## src/verilog/axi_sub_settings.svh

```systemverilog
`ifndef AXI_SUB_SETTINGS_SVH
`define AXI_SUB_SETTINGS_SVH

// AXI field widths
`define AXI_ID_W    4
`define AXI_ADDR_W  32
`define AXI_DATA_W  32
`define AXI_STRB_W  (`AXI_DATA_W / 8)
`define AXI_LEN_W   8
`define AXI_SIZE_W  3
`define AXI_BURST_W 2
`define AXI_RESP_W  2

// Masters sharing the SRAM, 2 to 4
`define PORT_NUM 2

// Depth in words, power of two
`define SRAM_WORDS 256

`endif

```

## src/verilog/axi_sub_pkg.sv

```systemverilog
`default_nettype none

`include "axi_sub_settings.svh"

package axi_sub_pkg;

	typedef enum logic [`AXI_RESP_W-1:0] {
		RESP_OKAY   = 2'b00,
		RESP_SLVERR = 2'b10
	} axi_resp_t;

	// WRAP is accepted but stepped like INCR
	typedef enum logic [`AXI_BURST_W-1:0] {
		BURST_FIXED = 2'b00,
		BURST_INCR  = 2'b01,
		BURST_WRAP  = 2'b10
	} axi_burst_t;

	// At least one bit, even for a single port
	localparam int PORT_IDX_W = (`PORT_NUM > 1) ? $clog2(`PORT_NUM) : 1;

	typedef logic [PORT_IDX_W-1:0] port_idx_t;

endpackage

`default_nettype wire

```

## src/verilog/axi_bus.sv

```systemverilog
`timescale 1ns/10ps
`default_nettype none

`include "axi_sub_settings.svh"

interface axi_bus;
	import axi_sub_pkg::*;

	// Write address
	logic [`AXI_ID_W-1:0]   awid;
	logic [`AXI_ADDR_W-1:0] awaddr;
	logic [`AXI_LEN_W-1:0]  awlen;
	logic [`AXI_SIZE_W-1:0] awsize;
	axi_burst_t             awburst;
	logic                   awvalid;
	logic                   awready;

	// Write data
	logic [`AXI_ID_W-1:0]   wid;
	logic [`AXI_DATA_W-1:0] wdata;
	logic [`AXI_STRB_W-1:0] wstrb;
	logic                   wlast;
	logic                   wvalid;
	logic                   wready;

	// Write response
	logic [`AXI_ID_W-1:0]   bid;
	axi_resp_t              bresp;
	logic                   bvalid;
	logic                   bready;

	// Read address
	logic [`AXI_ID_W-1:0]   arid;
	logic [`AXI_ADDR_W-1:0] araddr;
	logic [`AXI_LEN_W-1:0]  arlen;
	logic [`AXI_SIZE_W-1:0] arsize;
	axi_burst_t             arburst;
	logic                   arvalid;
	logic                   arready;

	// Read data
	logic [`AXI_ID_W-1:0]   rid;
	logic [`AXI_DATA_W-1:0] rdata;
	axi_resp_t              rresp;
	logic                   rlast;
	logic                   rvalid;
	logic                   rready;

	modport master (
		output awid, awaddr, awlen, awsize, awburst, awvalid,
		input  awready,
		output wid, wdata, wstrb, wlast, wvalid,
		input  wready,
		input  bid, bresp, bvalid,
		output bready,
		output arid, araddr, arlen, arsize, arburst, arvalid,
		input  arready,
		input  rid, rdata, rresp, rlast, rvalid,
		output rready
	);

	modport slave (
		input  awid, awaddr, awlen, awsize, awburst, awvalid,
		output awready,
		input  wid, wdata, wstrb, wlast, wvalid,
		output wready,
		output bid, bresp, bvalid,
		input  bready,
		input  arid, araddr, arlen, arsize, arburst, arvalid,
		output arready,
		output rid, rdata, rresp, rlast, rvalid,
		input  rready
	);

endinterface

`default_nettype wire

```

## src/verilog/axi_mux.sv

```systemverilog
`timescale 1ns/10ps
`default_nettype none

`include "axi_sub_settings.svh"

module axi_mux (
	input  logic aclk,
	input  logic aresetn,

	// Write address
	input  logic [`AXI_ID_W*`PORT_NUM-1:0]    s_awid,
	input  logic [`AXI_ADDR_W*`PORT_NUM-1:0]  s_awaddr,
	input  logic [`AXI_LEN_W*`PORT_NUM-1:0]   s_awlen,
	input  logic [`AXI_SIZE_W*`PORT_NUM-1:0]  s_awsize,
	input  logic [`AXI_BURST_W*`PORT_NUM-1:0] s_awburst,
	input  logic [`PORT_NUM-1:0]              s_awvalid,
	output logic [`PORT_NUM-1:0]              s_awready,

	// Write data
	input  logic [`AXI_ID_W*`PORT_NUM-1:0]    s_wid,
	input  logic [`AXI_DATA_W*`PORT_NUM-1:0]  s_wdata,
	input  logic [`AXI_STRB_W*`PORT_NUM-1:0]  s_wstrb,
	input  logic [`PORT_NUM-1:0]              s_wlast,
	input  logic [`PORT_NUM-1:0]              s_wvalid,
	output logic [`PORT_NUM-1:0]              s_wready,

	// Write response
	input  logic [`PORT_NUM-1:0]              s_bready,
	output logic [`AXI_ID_W*`PORT_NUM-1:0]    s_bid,
	output logic [`AXI_RESP_W*`PORT_NUM-1:0]  s_bresp,
	output logic [`PORT_NUM-1:0]              s_bvalid,

	// Read address
	input  logic [`AXI_ID_W*`PORT_NUM-1:0]    s_arid,
	input  logic [`AXI_ADDR_W*`PORT_NUM-1:0]  s_araddr,
	input  logic [`AXI_LEN_W*`PORT_NUM-1:0]   s_arlen,
	input  logic [`AXI_SIZE_W*`PORT_NUM-1:0]  s_arsize,
	input  logic [`AXI_BURST_W*`PORT_NUM-1:0] s_arburst,
	input  logic [`PORT_NUM-1:0]              s_arvalid,
	output logic [`PORT_NUM-1:0]              s_arready,

	// Read data
	input  logic [`PORT_NUM-1:0]              s_rready,
	output logic [`AXI_ID_W*`PORT_NUM-1:0]    s_rid,
	output logic [`AXI_DATA_W*`PORT_NUM-1:0]  s_rdata,
	output logic [`AXI_RESP_W*`PORT_NUM-1:0]  s_rresp,
	output logic [`PORT_NUM-1:0]              s_rlast,
	output logic [`PORT_NUM-1:0]              s_rvalid,

	axi_bus.master m,

	output logic wr_busy,
	output logic rd_busy
);
	import axi_sub_pkg::*;

	port_idx_t wr_grant;
	logic      wr_dis;
	port_idx_t rd_grant;
	logic      rd_dis;

	// First requester above the last grant, wrapping around
	function automatic port_idx_t rr_pick(input port_idx_t last, input logic [`PORT_NUM-1:0] req);
		int        idx;
		port_idx_t pick;
		logic      found;
		pick  = last;
		found = 1'b0;
		for (int i = 1; i <= `PORT_NUM; i++) begin
			idx = (int'(last) + i) % `PORT_NUM;
			if (!found && req[idx]) begin
				pick  = port_idx_t'(idx);
				found = 1'b1;
			end
		end
		return pick;
	endfunction

	// Write side, held from grant to B handshake
	always_ff @(posedge aclk or negedge aresetn) begin
		if (!aresetn) begin
			wr_busy  <= 1'b0;
			wr_dis   <= 1'b0;
			wr_grant <= port_idx_t'(`PORT_NUM - 1);
		end else if (!wr_busy) begin
			wr_grant <= rr_pick(wr_grant, s_awvalid);
			if (|s_awvalid)
				wr_busy <= 1'b1;
		end else if (m.bvalid && m.bready) begin
			wr_busy <= 1'b0;
			wr_dis  <= 1'b0;
		end else if (m.awvalid && m.awready) begin
			wr_dis <= 1'b1;
		end
	end

	always_comb begin
		m.awid    = s_awid[wr_grant*`AXI_ID_W +: `AXI_ID_W];
		m.awaddr  = s_awaddr[wr_grant*`AXI_ADDR_W +: `AXI_ADDR_W];
		m.awlen   = s_awlen[wr_grant*`AXI_LEN_W +: `AXI_LEN_W];
		m.awsize  = s_awsize[wr_grant*`AXI_SIZE_W +: `AXI_SIZE_W];
		m.awburst = axi_burst_t'(s_awburst[wr_grant*`AXI_BURST_W +: `AXI_BURST_W]);
		// AW goes out once per grant
		m.awvalid = wr_busy & s_awvalid[wr_grant] & ~wr_dis;

		m.wid    = s_wid[wr_grant*`AXI_ID_W +: `AXI_ID_W];
		m.wdata  = s_wdata[wr_grant*`AXI_DATA_W +: `AXI_DATA_W];
		m.wstrb  = s_wstrb[wr_grant*`AXI_STRB_W +: `AXI_STRB_W];
		m.wlast  = s_wlast[wr_grant];
		m.wvalid = wr_busy & s_wvalid[wr_grant];
		m.bready = s_bready[wr_grant];

		for (int i = 0; i < `PORT_NUM; i++) begin
			s_awready[i] = wr_busy && (wr_grant == i) && m.awready && !wr_dis;
			s_wready[i]  = wr_busy && (wr_grant == i) && m.wready;
			s_bvalid[i]  = wr_busy && (wr_grant == i) && m.bvalid;
		end

		// Payload to everyone, valid only to the owner
		s_bid   = {`PORT_NUM{m.bid}};
		s_bresp = {`PORT_NUM{m.bresp}};
	end

	// Read side, held from grant to last R beat
	always_ff @(posedge aclk or negedge aresetn) begin
		if (!aresetn) begin
			rd_busy  <= 1'b0;
			rd_dis   <= 1'b0;
			rd_grant <= port_idx_t'(`PORT_NUM - 1);
		end else if (!rd_busy) begin
			rd_grant <= rr_pick(rd_grant, s_arvalid);
			if (|s_arvalid)
				rd_busy <= 1'b1;
		end else if (m.rvalid && m.rready && m.rlast) begin
			rd_busy <= 1'b0;
			rd_dis  <= 1'b0;
		end else if (m.arvalid && m.arready) begin
			rd_dis <= 1'b1;
		end
	end

	always_comb begin
		m.arid    = s_arid[rd_grant*`AXI_ID_W +: `AXI_ID_W];
		m.araddr  = s_araddr[rd_grant*`AXI_ADDR_W +: `AXI_ADDR_W];
		m.arlen   = s_arlen[rd_grant*`AXI_LEN_W +: `AXI_LEN_W];
		m.arsize  = s_arsize[rd_grant*`AXI_SIZE_W +: `AXI_SIZE_W];
		m.arburst = axi_burst_t'(s_arburst[rd_grant*`AXI_BURST_W +: `AXI_BURST_W]);
		m.arvalid = rd_busy & s_arvalid[rd_grant] & ~rd_dis;
		m.rready  = s_rready[rd_grant];

		for (int i = 0; i < `PORT_NUM; i++) begin
			s_arready[i] = rd_busy && (rd_grant == i) && m.arready && !rd_dis;
			s_rvalid[i]  = rd_busy && (rd_grant == i) && m.rvalid;
		end

		s_rid   = {`PORT_NUM{m.rid}};
		s_rdata = {`PORT_NUM{m.rdata}};
		s_rresp = {`PORT_NUM{m.rresp}};
		s_rlast = {`PORT_NUM{m.rlast}};
	end

endmodule

`default_nettype wire

```

## src/flat_wrapper.sv

```systemverilog
// flat-port wrapper written by rule: the top's interface ports become plain ports
module axi_mux_flat import axi_sub_pkg::*;
  (aclk, aresetn, s_awid, s_awaddr, s_awlen, s_awsize, s_awburst, s_awvalid, s_awready, s_wid, s_wdata, s_wstrb, s_wlast, s_wvalid, s_wready, s_bready, s_bid, s_bresp, s_bvalid, s_arid, s_araddr, s_arlen, s_arsize, s_arburst, s_arvalid, s_arready, s_rready, s_rid, s_rdata, s_rresp, s_rlast, s_rvalid, wr_busy, rd_busy, m_awid, m_awaddr, m_awlen, m_awsize, m_awburst, m_awvalid, m_awready, m_wid, m_wdata, m_wstrb, m_wlast, m_wvalid, m_wready, m_bid, m_bresp, m_bvalid, m_bready, m_arid, m_araddr, m_arlen, m_arsize, m_arburst, m_arvalid, m_arready, m_rid, m_rdata, m_rresp, m_rlast, m_rvalid, m_rready);
  axi_bus m_i ();
  input  logic aclk;
  input  logic aresetn;
  input  logic [`AXI_ID_W*`PORT_NUM-1:0] s_awid;
  input  logic [`AXI_ADDR_W*`PORT_NUM-1:0] s_awaddr;
  input  logic [`AXI_LEN_W*`PORT_NUM-1:0] s_awlen;
  input  logic [`AXI_SIZE_W*`PORT_NUM-1:0] s_awsize;
  input  logic [`AXI_BURST_W*`PORT_NUM-1:0] s_awburst;
  input  logic [`PORT_NUM-1:0] s_awvalid;
  output logic [`PORT_NUM-1:0] s_awready;
  input  logic [`AXI_ID_W*`PORT_NUM-1:0] s_wid;
  input  logic [`AXI_DATA_W*`PORT_NUM-1:0] s_wdata;
  input  logic [`AXI_STRB_W*`PORT_NUM-1:0] s_wstrb;
  input  logic [`PORT_NUM-1:0] s_wlast;
  input  logic [`PORT_NUM-1:0] s_wvalid;
  output logic [`PORT_NUM-1:0] s_wready;
  input  logic [`PORT_NUM-1:0] s_bready;
  output logic [`AXI_ID_W*`PORT_NUM-1:0] s_bid;
  output logic [`AXI_RESP_W*`PORT_NUM-1:0] s_bresp;
  output logic [`PORT_NUM-1:0] s_bvalid;
  input  logic [`AXI_ID_W*`PORT_NUM-1:0] s_arid;
  input  logic [`AXI_ADDR_W*`PORT_NUM-1:0] s_araddr;
  input  logic [`AXI_LEN_W*`PORT_NUM-1:0] s_arlen;
  input  logic [`AXI_SIZE_W*`PORT_NUM-1:0] s_arsize;
  input  logic [`AXI_BURST_W*`PORT_NUM-1:0] s_arburst;
  input  logic [`PORT_NUM-1:0] s_arvalid;
  output logic [`PORT_NUM-1:0] s_arready;
  input  logic [`PORT_NUM-1:0] s_rready;
  output logic [`AXI_ID_W*`PORT_NUM-1:0] s_rid;
  output logic [`AXI_DATA_W*`PORT_NUM-1:0] s_rdata;
  output logic [`AXI_RESP_W*`PORT_NUM-1:0] s_rresp;
  output logic [`PORT_NUM-1:0] s_rlast;
  output logic [`PORT_NUM-1:0] s_rvalid;
  output logic wr_busy;
  output logic rd_busy;
  output wire logic [$bits(m_i.awid)-1:0] m_awid;
  output wire logic [$bits(m_i.awaddr)-1:0] m_awaddr;
  output wire logic [$bits(m_i.awlen)-1:0] m_awlen;
  output wire logic [$bits(m_i.awsize)-1:0] m_awsize;
  output wire logic [$bits(m_i.awburst)-1:0] m_awburst;
  output wire logic [$bits(m_i.awvalid)-1:0] m_awvalid;
  input wire logic [$bits(m_i.awready)-1:0] m_awready;
  output wire logic [$bits(m_i.wid)-1:0] m_wid;
  output wire logic [$bits(m_i.wdata)-1:0] m_wdata;
  output wire logic [$bits(m_i.wstrb)-1:0] m_wstrb;
  output wire logic [$bits(m_i.wlast)-1:0] m_wlast;
  output wire logic [$bits(m_i.wvalid)-1:0] m_wvalid;
  input wire logic [$bits(m_i.wready)-1:0] m_wready;
  input wire logic [$bits(m_i.bid)-1:0] m_bid;
  input wire logic [$bits(m_i.bresp)-1:0] m_bresp;
  input wire logic [$bits(m_i.bvalid)-1:0] m_bvalid;
  output wire logic [$bits(m_i.bready)-1:0] m_bready;
  output wire logic [$bits(m_i.arid)-1:0] m_arid;
  output wire logic [$bits(m_i.araddr)-1:0] m_araddr;
  output wire logic [$bits(m_i.arlen)-1:0] m_arlen;
  output wire logic [$bits(m_i.arsize)-1:0] m_arsize;
  output wire logic [$bits(m_i.arburst)-1:0] m_arburst;
  output wire logic [$bits(m_i.arvalid)-1:0] m_arvalid;
  input wire logic [$bits(m_i.arready)-1:0] m_arready;
  input wire logic [$bits(m_i.rid)-1:0] m_rid;
  input wire logic [$bits(m_i.rdata)-1:0] m_rdata;
  input wire logic [$bits(m_i.rresp)-1:0] m_rresp;
  input wire logic [$bits(m_i.rlast)-1:0] m_rlast;
  input wire logic [$bits(m_i.rvalid)-1:0] m_rvalid;
  output wire logic [$bits(m_i.rready)-1:0] m_rready;
  assign m_awid = m_i.awid;
  assign m_awaddr = m_i.awaddr;
  assign m_awlen = m_i.awlen;
  assign m_awsize = m_i.awsize;
  assign m_awburst = m_i.awburst;
  assign m_awvalid = m_i.awvalid;
  assign m_i.awready = m_awready;
  assign m_wid = m_i.wid;
  assign m_wdata = m_i.wdata;
  assign m_wstrb = m_i.wstrb;
  assign m_wlast = m_i.wlast;
  assign m_wvalid = m_i.wvalid;
  assign m_i.wready = m_wready;
  assign m_i.bid = m_bid;
  assign m_i.bresp = m_bresp;
  assign m_i.bvalid = m_bvalid;
  assign m_bready = m_i.bready;
  assign m_arid = m_i.arid;
  assign m_araddr = m_i.araddr;
  assign m_arlen = m_i.arlen;
  assign m_arsize = m_i.arsize;
  assign m_arburst = m_i.arburst;
  assign m_arvalid = m_i.arvalid;
  assign m_i.arready = m_arready;
  assign m_i.rid = m_rid;
  assign m_i.rdata = m_rdata;
  assign m_i.rresp = m_rresp;
  assign m_i.rlast = m_rlast;
  assign m_i.rvalid = m_rvalid;
  assign m_rready = m_i.rready;
  axi_mux u_core (.aclk(aclk), .aresetn(aresetn), .s_awid(s_awid), .s_awaddr(s_awaddr), .s_awlen(s_awlen), .s_awsize(s_awsize), .s_awburst(s_awburst), .s_awvalid(s_awvalid), .s_awready(s_awready), .s_wid(s_wid), .s_wdata(s_wdata), .s_wstrb(s_wstrb), .s_wlast(s_wlast), .s_wvalid(s_wvalid), .s_wready(s_wready), .s_bready(s_bready), .s_bid(s_bid), .s_bresp(s_bresp), .s_bvalid(s_bvalid), .s_arid(s_arid), .s_araddr(s_araddr), .s_arlen(s_arlen), .s_arsize(s_arsize), .s_arburst(s_arburst), .s_arvalid(s_arvalid), .s_arready(s_arready), .s_rready(s_rready), .s_rid(s_rid), .s_rdata(s_rdata), .s_rresp(s_rresp), .s_rlast(s_rlast), .s_rvalid(s_rvalid), .m(m_i), .wr_busy(wr_busy), .rd_busy(rd_busy));
endmodule
```

## config.mk

```make
export PLATFORM = sky130hd
export DESIGN_NAME = axi_mux_flat
export DESIGN_NICKNAME = d
export VERILOG_FILES = /design/src/verilog/axi_sub_pkg.sv /design/src/verilog/axi_bus.sv /design/src/verilog/axi_mux.sv /design/src/flat_wrapper.sv
export VERILOG_INCLUDE_DIRS = /design/src /design/src/verilog
export SDC_FILE = /design/constraint.sdc
export NUM_CORES = 1
export LEC_CHECK = 0
export ABC_AREA = 1
export BUFFER_PORTS_ARGS = -buffer_cell sky130_fd_sc_hd__buf_2
export CAP_MARGIN = 25
export CORE_AREA = 2 2 231 233
export CTS_BUF_LIST = sky130_fd_sc_hd__clkbuf_4
export DETAILED_ROUTE_END_ITERATION = 16
export DIE_AREA = 0 0 233 235
export GPL_TIMING_DRIVEN = 0
export PLACE_DENSITY_LB_ADDON = 0.3
export SYNTH_ARGS = -nofsm -noshare
export SYNTH_HDL_FRONTEND = slang
export SYNTH_SLANG_ARGS = --single-unit
export TNS_END_PERCENT = 30
```

## constraint.sdc

```tcl
create_clock -name aclk -period 1.2 [get_ports aclk]
set_clock_uncertainty 0.05 [all_clocks]
set_input_delay 0.18 -clock aclk [delete_from_list [all_inputs] [get_ports aclk]]
set_output_delay 0.18 -clock aclk [all_outputs]
set_load 0.05 [all_outputs]
```

==> results.md, run 1 <==
* Max FO, Critical Path at 8
* Die width at roughly 230 um
* Pwr Density at ~2700 nW/um2
* Post-synthesis adder-cell area fraction at 0%
* Post-DR vias/cell at 3.08
* Leakage Power at 5.00 nW
* XOR/XNOR Fraction of Synth Area at 0%
* RSZ-0062 raised after global routing: true
* Final net count at 1511
* Worst setup path class: flop to output pin
* Maximum vdd drop at around 1.1 mV
* Core ar. at approximately 52000 um2
* DR vias at around 5.7k
* Clock sink total at 6
* Post-synth EDFFs at 0
* Main combinational cell family by area after synthesis: simple AND/OR/NAND/NOR gates
* Slew @ Worst Pin at 438 ps
* Post-synth top area share at 56.3%
* Worst skew pair latency at about 270 ps
* CP arrival at 1650 ps
* Drt pass-1 iters at 4
* Place WS at -557 ps
* Synthesized Nets at 946
* Simple-gate share of the synthesized area at roughly 60%
* Clk slew on worst S/H paths at 50 ps
* Top-count cell post-synth: nand2_1
* Post-DRT Antenna Nets at 0
* Worst Setup Start Kind: flop
* Max cap viols at 0
* CTS H-tree depth at 1
* Post-synth top cells: 431 x nand2_1, 93 x buf_4, 22 x buf_2
* Crit. End Element: output pin
* Total CTS buffers at 3
* Crit path cell chain: buf_12, inv_8, buf_12, clkbuf_16, nand2_8, nand2_8, buf_8
* Max clock buf depth at 2
* RD Place Congestion at between 0.8 and 0.9
* Final setup margin at -679 ps
* Pin count of the biggest net entering global routing at 11
* GRT overflow at 0
* Initial DRC count at roughly 100
* Slowest-stage cell, CP: dfstp_2
* Cells after Synth at 606
* Final number of max-transition violations at 0
* P&R area growth vs syn at 219%
* DIE HEIGHT at 235 um
* Synthesized area at ~2900 um2
* Final Cycle Share at 157%
* GRT Total Usage at 7.82%
* Hold WC Path Type: primary input to flop
* Min Clock Period, post-route at 1880 ps
* Primary FF master, synth: dfrtp_1
* Post-synth cell types at 18
* I/O Pins at 586
* CTS tree: built
* Ys async rst share at 100%
* Final Hold Viols at 0
* Average wire per standard cell at 12.7 um
* Antenna violations before repair at 2
* Ys Warns at 0
* Synth Area in Compound Gates at 1.61%
* Failing checks: negative setup slack
* First-pass GRT wire length at about 32000 um
* Critical path's largest stage delay at 540 ps
* #FFs+latches synth at 6
* Min Hold Slack at just under 80 ps
* FP Rows at 84
* Cell taking the most area after synthesis: nand2_1
* Slew headroom at between 70% and 80%
* Setup-failing EPs final at 162
* Root Driver: clkbuf_4
* Vias in the first global route at approximately 5.6k
* Layout cells sized above 1 at 72.7%
* Mux contribution to synthesized area at 0%
* Number of remaining DRC errors at 0
* Seq/Total Area, Yosys at 5.31%
* DP HPWL at 20200 um
* PortBufs at around 540
* DRT Wirelength at 23500 um
* Fmax at 532 MHz
* Area contributors post-synth: nand2_1 56%, buf_4 24%, buf_2 3.8%
* Die area at around 55000 um2
* Status: finished with violations
* Final Power at 0.0246 W
* Mean Syn Cell Area at roughly 4.7 um2
* Starting Density at between 5 and 6%
* Worst Path Required at 970 ps
## sequential cells by signal (all words and copies together), names as in the netlist
register and flops:
u_core.rd_dis 1, u_core.rd_busy 1, u_core.wr_grant 1, u_core.wr_dis 1
u_core.rd_grant 1, u_core.wr_busy 1
## repair_timing
action	4_1_cts	5_1_grt
resized for setup	236	225
hold buffers	1	0
setup buffers	9	2
pin swaps	7	12
endpoints found under the hold margin	6	0
setup endpoints to repair	161	162
gates cloned	6	2
## placed cells by master (no fill, tap or decap), types with 2 or more instances in the layout
cell       count
inv_8          2
nor2_1         5
nor3_4         2
buf_12        11
buf_16         6
clkbuf_4      16
nor4_4         2
dfstp_2        2
nand2_1      290
buf_8         35
buf_2        407
clkbuf_16      2
a21oi_1        2
nor2_4         8
buf_6        105
nor3_1         2
inv_1         11
buf_4        101
nand3_1        4
nand2_2       68
nand2_4       34
dfrtp_1        2
nand2_8       39
## stage by stage
step / utilization [%] / setup TNS [ps] / std cells / area [um2]
3_5_place_dp: 14.5 / -69220 / 1835 / 7550
6_report: 17.5 / -91810 / 1858 / 9170
2_1_floorplan: - / -36600 / 606 / 3990
5_1_grt: 17.5 / -107970 / 1858 / 9170
3_3_place_gp: 14.5 / -67120 / 1835 / 7550
4_1_cts: 16.4 / -106340 / 1854 / 8570
## cells by family after synthesis
group | after synthesis
simple gates | 456
buf+inv | 136
compound gates | 8
flops | 6
## path summary, 6_finish.rpt
kind	start	end	slack, ps	depth (start not counted)
hold reg to reg	u_core.wr_dis	u_core.wr_dis	610	2
setup / recovery	u_core.wr_grant	m_wdata[21]	-680	7
hold / removal	s_awvalid[0]	u_core.wr_grant	80	2
max in group asynchronous	aresetn	u_core.wr_grant	520	2
min in group asynchronous	aresetn	u_core.rd_dis	300	2
setup reg to reg	u_core.wr_grant	u_core.wr_grant	-160	5
## per-layer routing
layer / share of wire [%] / vias up / track usage, % / wire length [um]
met4: 2.4 / 0 / 2.41 / 555
met2: 54 / 346 / 15.3 / 12600
met1: 36 / 2517 / 8.10 / 8460
li1: - / 2846 / - / -
met5: 0 / - / 0 / 0
met3: 8.1 / 16 / 1.70 / 1910
## report_power, final
part | switching, W | internal (W)
logic | 0.0153 | 0.00858
clock network | 0.000119 | 0.000116
registers | 0.000161 | 0.000318
## area by class of cell
type | instances | area, um2
fillers | 5928 | 43100
repair buffers | 559 | 3890
multi-input cells | 464 | 2990
plain buffers | 122 | 1160
well taps | 688 | 861
flip-flops and latches | 6 | 158
inverters | 14 | 76.3
clock buffers | 3 | 22.5
repair inverters | 1 | 11.3
diodes | 1 | 2.50
## critical path, delay by kind of cell (launching register included)
family / cells / cell delay (ps)
flip-flops: 1 / 540
AND/OR/NAND/NOR: 2 / 130
buffers and inverters: 5 / 680
Note: power is estimated with default switching activity, not from simulation.
==> run 2: changes to the inputs <==
--- a/config.mk
+++ b/config.mk
@@ -7,7 +7,7 @@
 export NUM_CORES = 1
 export LEC_CHECK = 0
 export ABC_AREA = 1
-export BUFFER_PORTS_ARGS = -buffer_cell sky130_fd_sc_hd__buf_2
+export BUFFER_PORTS_ARGS = -buffer_cell sky130_fd_sc_hd__clkbuf_2
 export CAP_MARGIN = 25
 export CORE_AREA = 2 2 231 233
 export CTS_BUF_LIST = sky130_fd_sc_hd__clkbuf_4
==> results.md, run 2 (synthesized netlist as in run 1, its figures left out) <==
* Number of remaining DRC errors at 0 (unchanged)
* DP HPWL at 20100 um (-0.52%)
* Post-route insts no fill at 1855 (-0.16%)
* Initial DRC count at 165 (+60%)
* Setup-failing EPs final at 161 (-0.62%)
* CTS H-tree depth at 1 (unchanged)
* Crit. End Element: output pin
* Critical path's largest stage delay at 550 ps (about the same)
* Fmax at 522 MHz (-2.0%)
* Clk slew on worst S/H paths at 50 ps (about the same)
* Flop-to-flop setup slack at -160 ps (about the same)
* Core ar. at 52200 um2 (unchanged)
* HP Start: s_awvalid[0]
* Util after Layout at 19.0% (+1.5 points)
* Status: finished with violations
* Average wire per standard cell at 12.8 um (+0.89%)
* DIE HEIGHT at 235 um (unchanged)
* GRT overflow at 0 (unchanged)
* Final Power at 0.0267 W (+8.7%)
* Slowest-stage cell, CP: dfstp_2
* Maximum vdd drop at 1.23 mV (+16%)
* Vias in the first global route at 5629 (+0.90%)
* Drt pass-1 iters at 4 (unchanged)
* Pin count of the biggest net entering global routing at 11 (unchanged)
* Slew headroom at 68.0% (-2.5 points)
* Hold WC Path Type: primary input to flop
* Most Frequent Cell on Critical Path: buf_12
* Most frequent cells in the layout: 385 x clkbuf_2, 261 x nand2_1, 101 x nand2_2, 100 x buf_8, 100 x buf_4
* Placed Area at 7550 um2 (unchanged)
* Final net count at 1507 (-0.26%)
* Final number of max-transition violations at 0 (unchanged)
* CP delay by family, top: buffers and inverters
* Worst Setup Start Kind: flop
* Cell count after placement at 1835 (unchanged)
* Max clock buf depth at 2 (unchanged)
* Commonest non-fill, non-tap cell in the layout: clkbuf_2
* I/O Pins at 586 (unchanged)
* Root Driver: clkbuf_4
* Post-DRT Antenna Nets at 0 (unchanged)
* FP Rows at 84 (unchanged)
* DRT Wirelength at 23700 um (+0.73%)
* R2R depth at 4 (-1)
* Reg2reg end: u_core.wr_dis
* Clock sink total at 6 (unchanged)
* Final Hold Viols at 0 (unchanged)
* RSZ-0062 raised after global routing: true
* Antenna violations before repair at 1 (-1)
* CTS tree: built
* Failing checks: negative setup slack
* Die width at 233 um (unchanged)
* Hold-critical path depth at 2 (unchanged)
* GRT Total Usage at 8.05% (+0.23 points)
* DR vias at 5682 (-0.75%)
* Worst path bufs/invs at 5 (unchanged)
* Pwr Density at 2690 nW/um2 (+0.28%)
* Die area at 54800 um2 (unchanged)
* Max FO, Critical Path at 8 (unchanged)
* Total CTS buffers at 3 (unchanged)
* Layout cells sized above 1 at 75.1% (+2.4 points)
* Final Cycle Share at 160% (+3.2 points)
* Min Clock Period, post-route at 1920 ps (+38.3 ps)
* Hold Path Sink: u_core.wr_grant
* CP arrival at 1690 ps (+40 ps)
* Design area at 9940 um2 (+8.4%)
* Leakage Power at 5.30 nW (+6.2%)
* Worst skew pair latency at 280 ps (about the same)
* Reg2reg start: u_core.wr_grant
* Worst setup path class: flop to output pin
* Max cap viols at 0 (unchanged)
* PortBufs at 541 (unchanged)
* Worst Path Required at 970 ps (about the same)
* First-pass GRT wire length at 32700 um (+1.8%)
* P&R area growth vs syn at 246%
* Setup tns final at -94890 ps (-3080 ps)
* Post-DR vias/cell at 3.06 (-0.59%)
* Starting Density at 5.50% (unchanged)
* RD Place Congestion at 0.808 (-0.15%)
* Slew @ Worst Pin at 475 ps (+36.5 ps)
* Crit path cell chain: buf_12, inv_8, buf_12, buf_16, nand2_1, nand2_2, buf_8
* Final setup margin at -717 ps (-38.3 ps)
-- run 2: cell count changes in the layout (fill, tap and decap cells not counted), sizes merged --
cell	previous run	this run
buf	665	236
clkbuf	18	443
clkinv	0	1
diode	1	2
inv	15	14
-- run 2: metal layers --
metal  vias up  track usage [%]  routed length, um
met5         -                0                  0
met1      2496             8.03               8130
met3        14             1.60               1750
li1       2838                -                  -
met4         0             2.34                527
met2       334             16.4              13300
-- run 2: how the worst max path moves through the flow --
stage	to	cells past startpoint	slack [ps]	from
2_1_floorplan	s_arready[1]	3	-360	u_core.rd_grant
3_3_place_gp	m_wid[2]	6	-550	u_core.wr_grant
3_5_place_dp	m_wid[2]	6	-580	u_core.wr_grant
4_1_cts	m_awaddr[10]	7	-770	u_core.wr_grant
5_1_grt	m_awaddr[22]	7	-800	u_core.wr_grant
6_report	m_awaddr[22]	7	-720	u_core.wr_grant
-- run 2: layout make-up --
cell class / instances / area, um2
tap: 688 / 861
multi-input combinational: 464 / 3080
buffer: 122 / 1150
fill: 5791 / 42300
antenna: 2 / 5.00
inverter: 14 / 86.3
timing repair inverter: 1 / 11.3
sequential: 6 / 158
clock buffer: 3 / 22.5
timing repair buffer: 555 / 4570
-- run 2: timing repair --
action | in CTS | in global routing
cloned | 4 | 1
endpoints found under the setup margin | 161 | 162
gates resized for setup | 390 | 186
hold buffers | 1 | 0
endpoints found under the hold margin | 5 | 0
pin swaps | 15 | 16
setup buffers | 5 | 6
-- run 2: power breakdown --
| part | switching (W) | internal, W | leakage [nW] |
|---|---|---|---|
| clock | 0.000121 | 0.000116 | 0.0138 |
| sequential | 0.000167 | 0.000318 | 0.0645 |
| combinational | 0.0157 | 0.0103 | 5.23 |
| total | 0.0160 | 0.0107 | 5.30 |
-- run 2: metrics by stage --
stage / hold slack [ps] / setup WS [ps]
floorplan: -166 / -358
global placement: 39.0 / -553
detailed placement: 46.0 / -584
CTS: 40.6 / -771
global route: 59.2 / -795
finish: 73.7 / -717
